===== config.mk =====
export PLATFORM = sky130hd
export DESIGN_NAME = writeback_queue_stage
export DESIGN_NICKNAME = d
export VERILOG_FILES = /design/src/hw/regs_pkg.sv /design/src/hw/writeback_queue_stage.sv
export SDC_FILE = /design/constraint.sdc
export NUM_CORES = 1
export LEC_CHECK = 0
export BUFFER_PORTS_ARGS = -buffer_cell sky130_fd_sc_hd__buf_2
export CORE_MARGIN = 2
export CORE_UTILIZATION = 36
export DETAILED_ROUTE_END_ITERATION = 6
export GPL_TIMING_DRIVEN = 0
export HOLD_SLACK_MARGIN = 0.05
export PLACE_DENSITY = 0.76
export SYNTH_ARGS = -nofsm -noshare
export SYNTH_HDL_FRONTEND = slang
export SYNTH_SLANG_ARGS = --single-unit
export TNS_END_PERCENT = 50

===== constraint.sdc =====
create_clock -name clk -period 1.2 [get_ports clk]
set_input_delay 0.24 -clock clk [delete_from_list [all_inputs] [get_ports clk]]
set_output_delay 0.24 -clock clk [all_outputs]
set_load 0.01 [all_outputs]

===== src/hw/regs_pkg.sv =====
// ********************
// register write-back types
// ********************
`default_nettype none

package regs_pkg;

   // ********************
   // register sizes
   // ********************
   localparam int reg_addr_w  = 5;
   localparam int reg_count   = 32;
   localparam int data_w      = 32;
   localparam int queue_depth = 3;

   // one write-back entry, 39 bits
   typedef struct packed {
      logic                  valid;
      // high selects the float bank
      logic                  float;
      logic [reg_addr_w-1:0] addr;
      logic [data_w-1:0]     data;
   } wb_entry_t;

   // ********************
   // forwarding source
   // ********************
   // 0..2 name a queue stage, 3 the register file
   typedef logic [1:0] fwd_pos_t;

   localparam fwd_pos_t fwd_stage0 = 2'd0;
   localparam fwd_pos_t fwd_stage1 = 2'd1;
   localparam fwd_pos_t fwd_stage2 = 2'd2;
   localparam fwd_pos_t fwd_file   = 2'd3;

endpackage : regs_pkg

`default_nettype wire


===== src/hw/writeback_queue_stage.sv =====
// ********************
// write-back queue stage
// ********************
`timescale 1ns/100ps
`default_nettype none

module writeback_queue_stage
   import regs_pkg::*;
(
   input  wire logic      clk,
   input  wire logic      rst_n,
   // entry moving down the chain
   input  wire wb_entry_t up,
   // entry from the local unit
   input  wire wb_entry_t side,
   output wb_entry_t      down
);

   wb_entry_t next_entry;

   // upstream wins, the scheduler keeps both from being valid
   always_comb begin
      if (up.valid) begin
         next_entry = up;
      end else begin
         next_entry = side;
      end
   end

   // payload
   always_ff @(posedge clk) begin
      down.float <= next_entry.float;
      down.addr  <= next_entry.addr;
      down.data  <= next_entry.data;
   end

   // valid bit
   always_ff @(posedge clk) begin
      if (!rst_n) begin
         down.valid <= 1'b0;
      end else begin
         down.valid <= next_entry.valid;
      end
   end

endmodule : writeback_queue_stage

`default_nettype wire


; After elaboration in Yosys (flattened, before gate mapping)
; Index checks and enable logic that the tools add are counted.
[op_classes]
eq_ne = 0
n_bitwise = 0
div = 0
muxes = 1
n_lt_le_gt_ge = 0
multipliers = 0
shift = 0
reduce_logical = 0
add_sub_neg = 0
[op_table]
columns = operator, count
row1 = 2-to-1 mux 39 bit, 1
[totals]
romBits = 0
latchBits = 0
memories = 0
ramBits = 0
regBits = 39
in_bits = 80
out_inout_bits = 39

; Depth between registers and ports, before layout
[depth]
depth_word = 1
mapped_depth = 3
depth_no_buf = 1

; Worst setup path before layout
; Ideal clock, no wire load.
[synth_path]
path_type = input to register
from = input port up[38] in the netlist's numbering
to = register down[27] in the netlist's numbering
required_time_ns = 1.079
arrival_time_ns = 0.809
path_buffers = 2
setup_slack_ns = 0.270
path_stages = 3
cell_sequence = buf_6 buf_6 mux2_4
[synth_rtl]
columns = item, line
row1 = start: declaration, writeback_queue_stage.sv:13  ; input wire wb_entry_t up,
row2 = end: declaration, writeback_queue_stage.sv:16  ; output wb_entry_t down

; Worst setup path after layout
[layout_path]
from = register down[3] in the netlist's numbering
to = output port down[3] in the netlist's numbering
; No word-level cell between the ends.

==> impl_metrics.toml <==
[status]
status = "completed"

[clock_tree]
cts_buffer_depth = 2
cts_tree = "yes"
cts_buffers = 5
clock-sinks = 39
cts_resized = 0
ctsHoldBuffers = 0
clk_pin_slew_ns = 0.11
cts_setup_buffers = 0
clockRootBuffer = "clkbuf_4"
h-tree-depth = 2

[worst_setup_path]
cp.required_ns = 0.96
worst_setup_path_end_kind = "output pin"
critical_path_buf_inv_count = 1
critPathMaxStageDelay_ns = 0.32
cp.arrival_ns = 0.77
crit_type = "reg -> out"
slowest_stage = "dfxtp_1"
crit_family = "flip-flops"
start_kind = "flop"
path_max_fanout = 1
path_cells = "buf_2"

[sta]
setup_viol = 0
period_share_pct = 84.5
slew_headroom_pct = 91.2
hold_viol = 0
period_needed_ns = 1.01
rsz0062_at_grt = "false"
tns_ns = 0
max_freq_mhz = 986
slew_viol_final = 0
worst_pin_slew_ns = 0.132

[final_layout]
nets = 286
regArea_um2 = 781
multiInputGateArea_um2 = 469
top_regs = "down x39"
utilization_pct = 59.0
largest_register_ffs = 39
diodes = 0
nFillCells = 285
top_register = "down"
area_growth_pct = 55.3
design_area_um2 = 2000
drive_gt1_share_pct = 80.2

[synth]
synthTopCellsByArea = "dfxtp_1 (61%), mux2_2 (25%), mux2_4 (10%)"
ys.flop_type = "dfxtp_1"
yosysMostFrequentCell = "dfxtp_1"
synth-seq-cells = 39
yosys-top-cells-count = "dfxtp_1 (39), mux2_2 (29), mux2_4 (9)"
yosysSeqAreaShare_pct = 60.6
synth_edf_count = 0
syn_area_um2 = 1290
syn_area_per_cell_um2 = 15.7
synth-async-reset-ratio_pct = 0
yosys_warnings = 0
synth_cells = 82
yosysUniqueCellTypes = 6
synth_fp_nets = 162
synth_top_cell_by_area = "dfxtp_1"
netlist.area_leader.share_pct = 60.6

[die]
ios = 119
start_util_pct = 38.0
die_area_um2 = 4070
fp.dieW_um = 63.8
coreArea_um2 = 3390
rows = 21
die_y_um = 63.8

[placed_design]
place_congestion = 0.742
placed_area_um2 = 1930
port_buffers = 117
dp_hpwl_mm = 2.31

[detailed_routing]
drtAntennaViolNets = 0
route.met3.wl_um = 316
dr_wl_met2_mm = 1.48
first_iter_violations = 14
viasPerCell = 4.23
dr.pass1.iters = 4
drt-met1-wl_um = 959
wl_per_cell_um = 10.9
vias = 1069
drc = 0
drt_wl_total_mm = 2.77
top_layer_used = "met4"

[global_routing]
globalRouteOverflowTotal = 0
grt_pass1_wl_mm = 4.14
antenna_found_initial = 0
grt_pass1_vias = 1069
grt_max_degree = 12
grt.total_usage_pct = 13.2

[worst_hold_path]
hold_class = "in -> reg"

[run]
drv_cap = 0

[power_and_ir_drop]
power_per_cell_area_nw_per_um2 = 1290
max-vdd-ir-drop_mv = 0.636
p_leak_nw = 1.04
[per-stage QoR]
step	hold slack [ns]	total power, mW	instances	worst slack [ns]
2_1_floorplan	0.350	1.66	82	0.270
3_3_place_gp	0.449	1.88	245	0.221
3_5_place_dp	0.438	1.89	245	0.210
4_1_cts	0.0902	2.62	253	0.154
5_1_grt	0.0848	2.71	253	0.111
6_report	0.109	2.58	253	0.186
[final cells by class]
type                            instances  share of cell area [%]
Tap cell                               46                    2.88
Multi-Input combinational cell         39                    23.5
Buffer                                  4                    1.88
Clock buffer                            8                    3.44
Sequential cell                        39                    39.0
Timing Repair Buffer                  117                    29.3
[where the power goes]
part / switching [mW] / leakage [nW] / total, mW / internal, mW
clock: 0.376 / 0.0386 / 0.721 / 0.345
combinational: 0.168 / 0.672 / 0.438 / 0.270
sequential: 0.0205 / 0.329 / 1.42 / 1.40
total: 0.565 / 1.04 / 2.58 / 2.01
[cell families (layout without fill, tap and decap cells)]
family          count (synthesis)  after routing  share of synthesized area (%)
buf+inv                         4            129                           2.91
mux                            38             38                           35.9
flops                          39             39                           60.6
compound gates                  1              1                          0.583
[layout by cell type, fill, tap and decap left out]
| cell | Yosys | layout |
|---|---|---|
| buf_4 | 2 | 2 |
| buf_6 | 2 | 2 |
| o21a_1 | 1 | 1 |
| clkbuf_8 | 0 | 2 |
| dfxtp_1 | 39 | 39 |
| clkbuf_1 | 0 | 1 |
| mux2_4 | 9 | 9 |
| clkbuf_4 | 0 | 5 |
| mux2_2 | 29 | 29 |
| buf_2 | 0 | 117 |
[metal layers]
| layer | global-route usage (%) | vias to the layer above |
|---|---|---|
| met5 | 0 | - |
| met4 | 4.89 | 0 |
| met3 | 5.81 | 2 |
| met2 | 26.8 | 67 |
| met1 | 10.8 | 470 |
| li1 | - | 530 |
[path summary, 6_finish.rpt]
kind / from / end / slack (ns) / cells past startpoint
max: down[3]$_DFF_P_ / down[3] / 0.19 / 1
min: side[38] / down[38]$_SDFF_PN0_ / 0.11 / 2
No activity file was read; power rests on OpenSTA's default activity.
