[src/hw/regs_pkg.sv]
// ********************
// register write-back types
// ********************
`default_nettype none

package regs_pkg;

   // ********************
   // register sizes
   // ********************
   localparam int reg_addr_w  = 5;
   localparam int reg_count   = 32;
   localparam int data_w      = 32;
   localparam int queue_depth = 3;

   // one write-back entry, 39 bits
   typedef struct packed {
      logic                  valid;
      // high selects the float bank
      logic                  float;
      logic [reg_addr_w-1:0] addr;
      logic [data_w-1:0]     data;
   } wb_entry_t;

   // ********************
   // forwarding source
   // ********************
   // 0..2 name a queue stage, 3 the register file
   typedef logic [1:0] fwd_pos_t;

   localparam fwd_pos_t fwd_stage0 = 2'd0;
   localparam fwd_pos_t fwd_stage1 = 2'd1;
   localparam fwd_pos_t fwd_stage2 = 2'd2;
   localparam fwd_pos_t fwd_file   = 2'd3;

endpackage : regs_pkg

`default_nettype wire

[src/hw/register_file.sv]
// ********************
// 32 x 32 register file
// ********************
`timescale 1ns/100ps
`default_nettype none

module register_file
   import regs_pkg::*;
(
   input  wire logic                  clk,
   input  wire logic                  rst_n,
   input  wire logic [reg_addr_w-1:0] rs_addr,
   input  wire logic [reg_addr_w-1:0] rt_addr,
   output logic      [data_w-1:0]     rs_data,
   output logic      [data_w-1:0]     rt_data,
   // valid is already masked per bank
   input  wire wb_entry_t             write
);

   logic [data_w-1:0] regs [reg_count];

   // ********************
   // read ports
   // ********************
   // combinational, the top registers the result
   always_comb begin
      rs_data = regs[rs_addr];
   end

   always_comb begin
      rt_data = regs[rt_addr];
   end

   // ********************
   // write port
   // ********************
   always_ff @(posedge clk) begin
      if (!rst_n) begin
         for (int i = 0; i < reg_count; i++) begin
            regs[i] <= '0;
         end
      end else if (write.valid) begin
         regs[write.addr] <= write.data;
      end
   end

endmodule : register_file

`default_nettype wire

[config.mk]
export PLATFORM = sky130hd
export DESIGN_NAME = register_file
export DESIGN_NICKNAME = d
export VERILOG_FILES = /design/src/hw/regs_pkg.sv /design/src/hw/register_file.sv
export SDC_FILE = /design/constraint.sdc
export NUM_CORES = 2
export LEC_CHECK = 0
export BUFFER_PORTS_ARGS = -buffer_cell sky130_fd_sc_hd__buf_4
export CAP_MARGIN = 20
export CORE_UTILIZATION = 40
export CTS_CLUSTER_SIZE = 25
export DETAILED_ROUTE_END_ITERATION = 6
export MAX_ROUTING_LAYER = met4
export PLACE_DENSITY = 0.56
export SLEW_MARGIN = 10
export SYNTH_ARGS = -nofsm -noshare
export SYNTH_HDL_FRONTEND = slang
export SYNTH_SLANG_ARGS = --single-unit
[constraint.sdc]
create_clock -name clk -period 5.3 [get_ports clk]
set_input_delay 0.265 -clock clk [delete_from_list [all_inputs] [get_ports clk]]
set_output_delay 0.265 -clock clk [all_outputs]
set_load 0.01 [all_outputs]
## Word-level counts from Yosys, hierarchy flattened

Memories as Yosys holds them, arrays and structs flattened.
Cells that the tools add are included.

- Bits in writable memories: 1,024
- Logic and storage cells: 9
- Memories: 1
- Bits of input ports: 51
- Flip-flop bits (word level): 0
- Output and inout bits: 64

Memory list:

| memory | depth | bits a word | read ports | clocked after Yosys merged registers in | write ports | line | source |
|---|---|---|---|---|---|---|---|
| regs | 32 | 32 | 2 | 0 | 32 | register_file.sv:20 | `logic [data_w-1:0] regs [reg_count];` |

- Multiplexer cells: 7
- Reduce and logical (&&, ||, !) cells: 1

Operators with widths:

| operator | count |
|---|---|
| $mux 32 | 1 |
| $reduce_or 32->1 | 1 |
| $mux 1 | 5 |
| $mux 5 | 1 |

## Logic depth before layout (Yosys ltp)

- Depth in word-level cells: 5
- Depth in mapped cells: 8
- Mapped depth without buffers: 5

## Worst setup path after synthesis

OpenSTA, ideal clock, no wires.

- Kind: input-to-reg
- Start: input write[33] (netlist bit)
- End: memory regs[24][0] (enable)
- Stages: 4
- Setup slack: 1.568 ns
- Required time: 4.834 ns
- Arrival: 3.266 ns
- Buffers on the path: 2
- Library setup time: 0.466 ns
- Path through: or3_1 -> buf_2 -> buf_2 -> o21ai_0

RTL lines:

| element | line | source |
|---|---|---|
| start, declared | register_file.sv:17 | `input wire wb_entry_t write` |
| end, declared | register_file.sv:20 |  |

## Worst setup path in the final report

- Start: input rt_addr[1]
- End: output rt_data[9]

- Word-level cells in the longest chain between the ends: 1

RTL lines:

| element | line | source |
|---|---|---|
| start, declared | register_file.sv:13 | `input wire logic [reg_addr_w-1:0] rt_addr,` |
| $mem_v2 32x32 | - |  |
| end, declared | register_file.sv:15 | `output logic [data_w-1:0] rt_data,` |

No other way between the ends.

==> summary.md <==
| Metric | Value |
|---|---|
| Outcome | finished clean |
| Ys Warns | 0 |
| Worst Hold End | regs[6][1]$_SDFFCE_PN0P_ |
| Initial DRC count | 3708 |
| Max Slew Vio Count | 0 |
| Sequential area share after synthesis | a little under three fifths |
| Vias/cell | slightly below 6 |
| Post-Place Cell Area | between 0.05 and 0.06 sq mm |
| Final instance area | roughly 0.062 sq mm |
| Yosys reg bits | just over 1000 |
| Post-synth EDFFs | roughly 1000 |
| All-Layer GR Usage | 27.6% |
| Post-CTS setup buffers | 0 |
| Synthesized area | roughly 0.056 sq mm |
| Slowest stage delay, CP | 0.56 ns |
| Hold WC Path Type | in2reg |
| DP Cell Count | roughly 6200 |
| Primary FF master, synth | edfxtp_1 |
| Biggest register | regs |
| CP Class | in2out |
| Final Hold Vio Count | 0 |
| Max_slew headroom | 16.8% |
| Worst VDD drop | roughly 260 uV |
| Post-synth cell types | 27 |
| Req. time, crit path | 5.04 ns |
| Final Critical Period | around 3.4 ns |
| DRT antenna net count | 0 |
| Core ar. | about 0.14 sq mm |
| Biggest regs | regs: 1024 flops |
| Die Width | between 300 and 400 um |
| Detail Placement HPWL | 116000 um |
| Setup_tns | 0 ns |
| Vias | roughly 38000 |
| Synth area leader | edfxtp_1 |
| Residual DRC | 0 |
| Synth Net Count | approximately 4700 |
| Synth top area share | 55.2% |
| # clock sinks | 1024 |
| Max Cap Violations | 0 |
| Final net count | approximately 4600 |
| Largest register FFs | between 1000 and 1500 |
| Congestion Overflow GR | 0 |
| PwrDens | roughly 320 mW/mm^2 |
| Worst hold path depth | 2 |
| Hold-fix buffers at CTS | 0 |
| Root buf cell | clkbuf_16 |
| Row count | about 140 |
| Die Ht | approximately 380 um |
| Area delta synth->final | 12.0% |
| CP Max Fanout | 56 |
| Vias in the first global route | 37270 |
| Buf+Inv Stages, Crit Path | 4 |
| Family with the most delay on the worst path | buffers and inverters |
| Post-cts repair resize count | 0 |
| Initial Util | ~40% |
| Final WL | 193000 um |
| Antenna violations before repair | 16 |
| Setup violators final | 0 |
| Actual slew at the worst max-slew pin | between 1 and 1.5 ns |
| Arrival time worst endpoint | around 3.1 ns |
| Setup crit end kind | output pin |
| I/O pins | about 120 |
| WL/cell | 29.9 um |
| Final cycle utilization of the critical path | between 60% and 70% |
| Hold_sp | write[1] |
| Top post-synthesis cells by area | edfxtp_1 (55%), mux2i_1 (18%), and2_1 (12%) |
| Synth Instances | ~4600 |
| Final GP Congestion | just under 0.9 |
| H-Tree Depth | 3 |
| Avg Cell Area, Syn | 12.0 sq um |
| Inserted Clock Buffers | ~110 |
| Critical path's slowest cell | a31oi_1 |
| Synth cell count leaders | and2_1 (1026), edfxtp_1 (1024), mux2i_1 (1024), clkbuf_1 (275), nand2_1 (197) |
| CTS tree | done |
| First-pass GRT wire length | ~270000 um |
| Fmax | around 0.3 GHz |
| DRT Pass-1 Iters | 6 |
| Static leakage | 24.1 nW |
| Startpoint Class | input port |
| Proportion of layout cells with a drive suffix above 1 | 10.3% |
| Worst-path cell chain | buf_8 -> buf_12 -> buf_12 -> mux2i_1 -> a22oi_1 -> a31oi_1 -> nand3_1 -> buf_4 |
| Max clock buf depth | 3 |
| CTS clk-pin slew, worst paths | 0.06 ns |
| Pin count of the biggest net entering global routing | between 90 and 100 |
| Finished Layout Cells | ~6400 |
| Ys async rst share | 0% |
| Die area | 0.141 sq mm |
| RSZ-0062 raised after global routing | false |
| Count leader, synth | and2_1 |
| Crit-path most repeated cell | buf_12 |
| IO buf count | approximately 110 |
[cell families (layout without fill, tap and decap cells)]
logic type             Yosys count  in the layout  synth area share (%)
other                            0             11                     0
buffers and inverters          455            453                  3.49
muxes                         1024           1024                  18.4
and+or+nand+nor               1535           1535                  15.7
DFF                           1024           1024                  55.2
AOI/OAI and AO/OA              608            608                  7.32
[worst max path at each step]
stage,endpoint,depth (start not counted),slack (ns),start
finish,rt_data[9],8,1.95,rt_addr[1]
detailed placement,rs_data[14],7,1.99,rs_addr[1]
global placement,rs_data[14],7,1.99,rs_addr[1]
CTS,rs_data[14],7,2.00,rs_addr[1]
global route,rs_data[11],8,1.93,rs_addr[1]
floorplan,regs[24][0]$_SDFFCE_PN0P_,4,1.57,write[33]
[power breakdown]
part / switching (mW) / leakage [nW] / total [mW] / internal (mW)
logic: 1.61 / 12.6 / 2.43 / 0.821
registers: 0.219 / 9.74 / 9.57 / 9.35
clock network: 3.33 / 1.75 / 7.80 / 4.48
total: 5.16 / 24.1 / 19.8 / 14.6
[metrics by stage]
step	power (mW)	setup slack (ns)	utilization (%)	hold slack, ns
after CTS	19.8	2.00	45.3	0.0140
after global routing	20.3	1.93	45.3	0.0522
after detailed placement	12.1	1.99	42.7	0.798
after floorplan	11.1	1.57	-	0.463
final	19.8	1.95	45.3	0.0535
after global placement	12.1	1.99	42.6	0.792
[routing by layer]
layer	up-vias	share of wire (%)	wire length, um	GRT usage [%]
met5	-	0	0	-
met4	0	3.8	7430	10.2
met3	355	7.0	13500	3.83
met2	1647	46	89700	43.2
met1	19477	43	82300	36.5
li1	16877	-	-	-
[layout by cell type, fill, tap and decap left out, types with 2 or more instances in the layout]
cell	n
clkinv_1	31
nand2_1	195
and2_4	2
nor3_1	64
diode_2	11
clkinv_2	19
a22oi_1	192
clkbuf_16	119
mux2i_1	1024
o21ai_4	32
nand3b_1	3
and2_1	1024
nand2b_2	4
buf_12	22
buf_8	2
nor2_4	20
bufinv_16	9
nand2_2	2
nor2_1	2
a22o_1	128
edfxtp_1	1024
or3b_1	2
nor2_2	14
buf_4	222
clkbuf_1	23
a31oi_1	64
or2_2	2
buf_16	4
nor2b_4	4
or3_1	2
nand3_1	193
a21oi_1	192
[cell type report]
type | count | area [sq um]
Fill cell | 12432 | 75400
Sequential cell | 1024 | 30700
Multi-Input combinational cell | 3167 | 23600
Clock buffer | 142 | 3060
Timing Repair Buffer | 250 | 2250
Tap cell | 1794 | 2240
Clock inverter | 61 | 499
Antenna cell | 11 | 27.5
No activity file was read; power rests on OpenSTA's default activity.
