===== src/hw/regs_pkg.sv =====
// ********************
// register write-back types
// ********************
`default_nettype none

package regs_pkg;

   // ********************
   // register sizes
   // ********************
   localparam int reg_addr_w  = 5;
   localparam int reg_count   = 32;
   localparam int data_w      = 32;
   localparam int queue_depth = 3;

   // one write-back entry, 39 bits
   typedef struct packed {
      logic                  valid;
      // high selects the float bank
      logic                  float;
      logic [reg_addr_w-1:0] addr;
      logic [data_w-1:0]     data;
   } wb_entry_t;

   // ********************
   // forwarding source
   // ********************
   // 0..2 name a queue stage, 3 the register file
   typedef logic [1:0] fwd_pos_t;

   localparam fwd_pos_t fwd_stage0 = 2'd0;
   localparam fwd_pos_t fwd_stage1 = 2'd1;
   localparam fwd_pos_t fwd_stage2 = 2'd2;
   localparam fwd_pos_t fwd_file   = 2'd3;

endpackage : regs_pkg

`default_nettype wire


===== src/hw/forward_select.sv =====
// ********************
// forwarding source select
// ********************
`timescale 1ns/100ps
`default_nettype none

module forward_select
   import regs_pkg::*;
(
   input  wire logic [reg_addr_w-1:0] addr,
   input  wire logic                  float,
   input  wire wb_entry_t             stage0,
   input  wire wb_entry_t             stage1,
   input  wire wb_entry_t             stage2,
   output fwd_pos_t                   position
);

   logic hit0;
   logic hit1;
   logic hit2;

   // same register in the same bank, and the entry is live
   function automatic logic entry_hit(
      input wb_entry_t             entry,
      input logic [reg_addr_w-1:0] req_addr,
      input logic                  req_float
   );
      logic same_reg;
      same_reg = (entry.addr == req_addr) && (entry.float == req_float);
      return entry.valid && same_reg;
   endfunction

   always_comb begin
      hit0 = entry_hit(stage0, addr, float);
      hit1 = entry_hit(stage1, addr, float);
      hit2 = entry_hit(stage2, addr, float);
   end

   // stage 2 holds the youngest entry
   always_comb begin
      if (hit2) begin
         position = fwd_stage2;
      end else if (hit1) begin
         position = fwd_stage1;
      end else if (hit0) begin
         position = fwd_stage0;
      end else begin
         position = fwd_file;
      end
   end

endmodule : forward_select

`default_nettype wire


===== config.mk =====
export PLATFORM = sky130hd
export DESIGN_NAME = forward_select
export DESIGN_NICKNAME = d
export VERILOG_FILES = /design/src/hw/regs_pkg.sv /design/src/hw/forward_select.sv
export SDC_FILE = /design/constraint.sdc
export NUM_CORES = 1
export LEC_CHECK = 0
export BUFFER_PORTS_ARGS = -buffer_cell sky130_fd_sc_hd__buf_2
export CORE_MARGIN = 4
export CORE_UTILIZATION = 12
export DETAILED_ROUTE_END_ITERATION = 12
export PLACE_DENSITY = 0.81
export REMOVE_ABC_BUFFERS = 1
export SYNTH_ARGS = -nofsm -noshare
export SYNTH_HDL_FRONTEND = slang
export SYNTH_SLANG_ARGS = --single-unit

===== constraint.sdc =====
create_clock -name vclk -period 1.5
set_clock_uncertainty 0.1 [all_clocks]
set_input_delay 0.225 -clock vclk [all_inputs]
set_output_delay 0.225 -clock vclk [all_outputs]
set_load 0.01 [all_outputs]

Yosys cells after proc, flatten, opt, wreduce, memory -nomap -nowiden
Cells that the tools add are included.
Storage, ports and cells
  register bits after elaboration: 0
  bits of input ports: 123
Cells by class
  reductions and logical operators: 6
  eq/ne operators: 6
  muxes and demuxes: 3
Operators with widths (count)
  equality test 5 bit: 3
  logical AND 1 bit: 6
  two-way mux 2 bit: 3
  equality test 1 bit: 3

Longest topological paths before layout
Gate-level depths: netlist of run 1.
  depth after elaboration: 6
  mapped depth: 4

Worst setup path before layout of run 1
OpenSTA, ideal clock, no wires.
  kind: input to output
  from: input port stage1[34] (netlist name)
  to: output port position[0]
  required time: 1.175 ns
  slack: 0.054 ns
  buffers on the path: 0
  stages: 3
  arrival: 1.121 ns
  path through: xor2_1 > or4_1 > a21oi_1
On the way
  cells in the longest elaborated chain, start to end: 5
Ends and longest elaborated chain
  from (decl): RTL line forward_select.sv:13  | input wire wb_entry_t stage1,
  equality test 5 bit: RTL line forward_select.sv:29  | same_reg = (entry.addr == req_addr) && (entry.float == req_float);
  logical AND 1 bit: RTL line forward_select.sv:29
  logical AND 1 bit: RTL line forward_select.sv:30  | return entry.valid && same_reg;
  two-way mux 2 bit: RTL line forward_select.sv:43  | end else if (hit1) begin
  two-way mux 2 bit: RTL line forward_select.sv:41  | if (hit2) begin
  to (decl): RTL line forward_select.sv:15  | output fwd_pos_t position
Every way passes these cells.

Final worst setup path of run 1
  from: input port stage1[32] (netlist name)
  to: output port position[0]
Same word-level chain as after synthesis.

==> impl_results.md, run 1 <==
- Status: finished, violations left
- Violated checks: negative setup slack
- Fin crit period: 1666 ps
- Critical path launch point: stage1[32]
- Slew margin rel.: 78.69%
- Top cells by area, synth: xnor2_1, xor2_1, nand4_1
- Mapped Area: 215.2 µm²
- Critical path class: input pin to primary output
- Largest family of logic cells by synthesized area: XOR/XNOR gates
- Die Width: 50.35 µm
- Share of cells above drive strength 1: 78.13%
- Setup ws final: -166.2 ps
- Initial core utilization: 12.60%
- Post-CTS Hold Fix Bufs: 0
- First-pass DRT Iterations: 3
- FMAX: 600.2 MHz
- Clock buffers: 0
- IO Port Bufs: 29
- Crit path launch type: input pin
- Hold path startpoint: stage1[38]
- Crit-path slowest cell: or4_4
- Yosys top cell area share: 36.63%
- Leak pwr: 0.0002884 µW
- Fin area: 626.9 µm²
- Die area: 0.002535 mm²
- Final ANT Viol Nets: 0
- Total grt overflow: 0
- Sw frac: 41.00%
- Initial DRC Count: 2
- Post-synthesis xor/xnor area fraction: 73.26%
- Pint: 98.55 µW
- Synth warn: 0
- Max-Cap Viols: 0
- Final Hold Vio Count: 0
- Post-DP Area: 449.2 µm²
- Critical path, cell by cell: buf_6 -> xnor2_2 -> nand4_1 -> or4_4 -> a21oi_2 -> buf_2
- DRC viols: 0
- CP max FO: 2
- DRT Wirelength: 1.016 mm
- Adder and majority gate portion of the synthesized area: 0%
- Final design utilization: 36.70%
- Combinational share of power: 100.0%
- Synth Area in Simple Gates: 20.93%
- Vias in the first global route: 361
- Switch Pwr: 68.47 µW
- Largest net degree at the start of global routing: 4
- Nature of the critical path endpoint: primary output
- Layout fillers: 184
- N_diodes: 0
- Syn_area_per_cell: 7.971 µm²
- Slew Limit Fails: 0
- Top Ports: 125
- Nets@finish: 189
- Routability cong.: 0.6979
- GRT Total Usage: 7.820%
- Worst Max-Slew Pin Slew: 318.5 ps
- Sequential share of power: 0%
- FF+latch area: 0 µm²
- Post-synth cell types: 7
- Vias: 346
- Compound-Gate Fraction of Synth Area: 5.814%
- Sequential-to-total area share from yosys stat: 0%
- Synth area leader: xnor2_1
- Worst VDD drop: 103.1 µV
- Num rows: 15
- WL/cell: 11.42 µm
- Pre-CTS WS: -208.7 ps
- First-pass GRT wire length: 1.559 mm
- Initial antenna violation count: 0
- Avg Vias per Cell: 3.888
- Crit share post-route: 111.1%
- Seq_cells: 0
- Slowest Stage Delay on Critical Path: 440 ps
- Core Area: 0.001708 mm²
- Setup violators final: 2
- Setup TNS: -238.5 ps
- WP data required: 1170 ps
- Die H: 50.35 µm
- Data arrival, critical path: 1340 ps
- Layout area overhead: 191.3%
- Post-synthesis mux area share: 0%
- Cells after Synth: 27
- Clk pwr share: 0%
- Power density cells: 266.4 mW/mm²
- RSZ-0062 raised after global routing: true
- Worst hold path class: input pin to primary output
[area by class of cell]
class / instances / area (µm²) / share of cell area, %
Multi-Input combinational cell: 27 / 319.1 / 50.90
Tap cell: 25 / 31.28 / 4.990
Timing Repair Buffer: 37 / 276.5 / 44.11
[power by group through the flow]
stage | logic, µW | registers (µW) | clock network [µW]
after floorplan | 41.8 | 0 | 0
final | 167 | 0 | 0
after CTS | 143 | 0 | 0
after global placement | 108 | 0 | 0
after global routing | 179 | 0 | 0
after detailed placement | 113 | 0 | 0
[kinds of logic (layout without fill, tap and decap cells)]
logic type,count (synthesis),after routing
and+or+nand+nor,7,7
xor gates and xnor gates,18,18
AOI/OAI and AO/OA,2,2
buffers and inverters,0,37
[metal layers]
metal | vias up | part of all wire [%] | wire length (µm) | GRT usage, %
li1 | 172 | - | - | -
met1 | 150 | 33 | 335 | 8.185
met2 | 22 | 53 | 542 | 15.43
met3 | 2 | 11 | 115 | 1.780
met4 | 0 | 2.2 | 22 | 1.794
met5 | - | 0 | 0 | 0
[path summary, 6_finish.rpt]
| kind | to | slack [ps] | cells past startpoint |
|---|---|---|---|
| setup / recovery | position[0] | -170 | 6 |
| hold / removal | position[0] | 850 | 5 |
[cell usage after synthesis]
cell type,instances
a21oi_1,1
xor2_1,9
nand4_1,3
or4_1,1
o21bai_1,1
nor4_1,3
xnor2_1,9
[cell usage in the layout, fill, tap and decap left out, types with 2 or more instances in the layout]
master and count:
xnor2_2 8, buf_2 22, buf_6 11, nand4_1 3
nor4_4 2, xor2_1 9, buf_4 3
[critical path: cells and delay by family]
kind | cells | cell delay (ps)
AOI/OAI and AO/OA | 1 | 120
xor gates and xnor gates | 1 | 150
buffers and inverters | 2 | 240
and+or+nand+nor | 2 | 600
[through the flow]
stage                     total power (µW)  hold slack (ps)  instances
after floorplan                      41.76            592.6         27
after global placement               107.7            808.2         87
after detailed placement             113.1            830.2         87
after CTS                            143.5            841.0         88
after global routing                 179.1            881.2         89
final                                167.0            852.7         89
[repair_timing]
item / in CTS / in global routing
gates resized for setup: 16 / 13
pin swaps: 8 / 7
endpoints found under the setup margin: 2 / 2
setup buffers: 1 / 1
No activity file was read; power rests on OpenSTA's default activity.
==> run 2, diff against run 1 <==
--- a/config.mk
+++ b/config.mk
@@ -11,3 +11,3 @@
 export DETAILED_ROUTE_END_ITERATION = 12
-export PLACE_DENSITY = 0.81
+export PLACE_DENSITY = 0.87
 export REMOVE_ABC_BUFFERS = 1
==> constraint.sdc (replaced) <==
create_clock -name vclk -period 1.5
set_clock_uncertainty 0.1 [all_clocks]
set_input_delay 0 -clock vclk [all_inputs]
set_output_delay 0 -clock vclk [all_outputs]
set_load 0.01 [all_outputs]
==> impl_results.md, run 2 (synthesis gave the netlist of run 1 again) <==
- Initial antenna violation count: 0 (unchanged)
- Slew Limit Fails: 0 (unchanged)
- Leak pwr: 0.0001728 µW (-40%)
- Die H: 50.35 µm (unchanged)
- CTS resizes: 0 (-16)
- Critical path class: input pin to primary output
- N_diodes: 0 (unchanged)
- Core Area: 0.001708 mm² (unchanged)
- Met3 Routed Length: 118 µm (+2.6%)
- Hold_ws: 363.8 ps (-489.0 ps)
- HPWL after DPL: 815.9 µm
- Slew margin rel.: 77.90% (-0.79 points)
- Setup violators final: 0 (-2)
- RSZ-0062 raised after global routing: false
- Top Ports: 125 (unchanged)
- DRC viols: 0 (unchanged)
- Seq_cells: 0 (unchanged)
- FF+latch area: 0 µm² (unchanged)
- Commonest non-fill, non-tap cells in the layout: buf_2, xor2_1, xnor2_1
- Worst hold path class: input pin to primary output
- DRT met1 WL: 335 µm (unchanged)
- Data arrival, critical path: 1150 ps (-190 ps)
- CP max FO: 3 (+1)
- Vias: 296 (-14%)
- Status: finished, final reports clean
- GRT Total Usage: 7.011% (-0.81 points)
- IO Port Bufs: 29 (unchanged)
- Crit share post-route: 83.24% (-28 points)
- Leading cell type in the layout, fill and taps excluded: buf_2
- Initial DRC Count: 1 (-1)
- Vias in the first global route: 325 (-10%)
- Clock buffers: 0 (unchanged)
- Die Width: 50.35 µm (unchanged)
- First-pass GRT wire length: 1.400 mm (-10%)
- DR WL met2: 389 µm (-28%)
- Power density cells: 243.0 mW/mm² (-8.8%)
- Largest net degree at the start of global routing: 4 (unchanged)
- WP data required: 1400 ps (+230 ps)
- Setup TNS: 0 ps (+238.5 ps)
- Final Hold Vio Count: 0 (unchanged)
- Die area: 0.002535 mm² (unchanged)
- Post-CTS Hold Fix Bufs: 0 (unchanged)
- FMAX: 800.9 MHz (+33%)
- Nets@finish: 181 (-4.2%)
- Fin crit period: 1249 ps (-417.6 ps)
- Layout area overhead: 81.98%
- Crit path launch type: input pin
- Post-CTS setup buffers: 0 (-1)
- Worst VDD drop: 81.57 µV (-21%)
- Final ANT Viol Nets: 0 (unchanged)
- Avg Vias per Cell: 3.654 (-6.0%)
- Worst Max-Slew Pin Slew: 328.4 ps (+9.898 ps)
- Overall power: 95.15 µW (-43%)
- WL/cell: 10.41 µm (-8.8%)
- Max-Cap Viols: 0 (unchanged)
- Highest layer used for signal routing: met3
- First-pass DRT Iterations: 2 (-1)
- Share of cells above drive strength 1: 51.79% (-26 points)
- Num rows: 15 (unchanged)
- Nature of the critical path endpoint: primary output
- DRT Wirelength: 843 µm (-17%)
- Initial core utilization: 12.60% (unchanged)
- Routability cong.: 0.6978 (about the same)
- Total grt overflow: 0 (unchanged)
-- run 2: final cells by class --
type | count | area [µm²]
Multi-Input combinational cell | 27 | 215.2
Fill cell | 192 | 1316
Tap cell | 25 | 31.28
Timing Repair Buffer | 29 | 145.1
-- run 2: power breakdown --
group          switching [µW]  internal, µW
logic                    41.9          53.2
clock network               0             0
registers                   0             0
total                    41.9          53.2
-- run 2: worst paths after layout --
check,from,end,slack [ps],depth (start not counted)
max,addr[0],position[0],250,6
min,stage2[38],position[0],360,5
-- run 2: routing by layer --
metal | vias up | global-route usage (%)
met2 | 20 | 12.83
met3 | 0 | 2.374
met1 | 121 | 7.624
met5 | - | 0
li1 | 155 | -
met4 | 0 | 1.794
-- run 2: stage by stage --
| stage | cells | worst slack (ps) | utilization, % | cell area [µm²] |
|---|---|---|---|---|
| 2_1_floorplan | 27 | 504.5 | - | 215.2 |
| 3_3_place_gp | 81 | 301.5 | 22.93 | 391.6 |
| 3_5_place_dp | 81 | 266.7 | 22.93 | 391.6 |
| 4_1_cts | 81 | 263.0 | 22.93 | 391.6 |
| 5_1_grt | 81 | 156.3 | 22.93 | 391.6 |
| 6_report | 81 | 251.4 | 22.93 | 391.6 |
-- run 2: critical path, cell delays in order --
cell and delay (ps):
buf_2 130, xnor2_1 130, nand4_1 160, or4_1 430
a21oi_1 150, buf_2 150
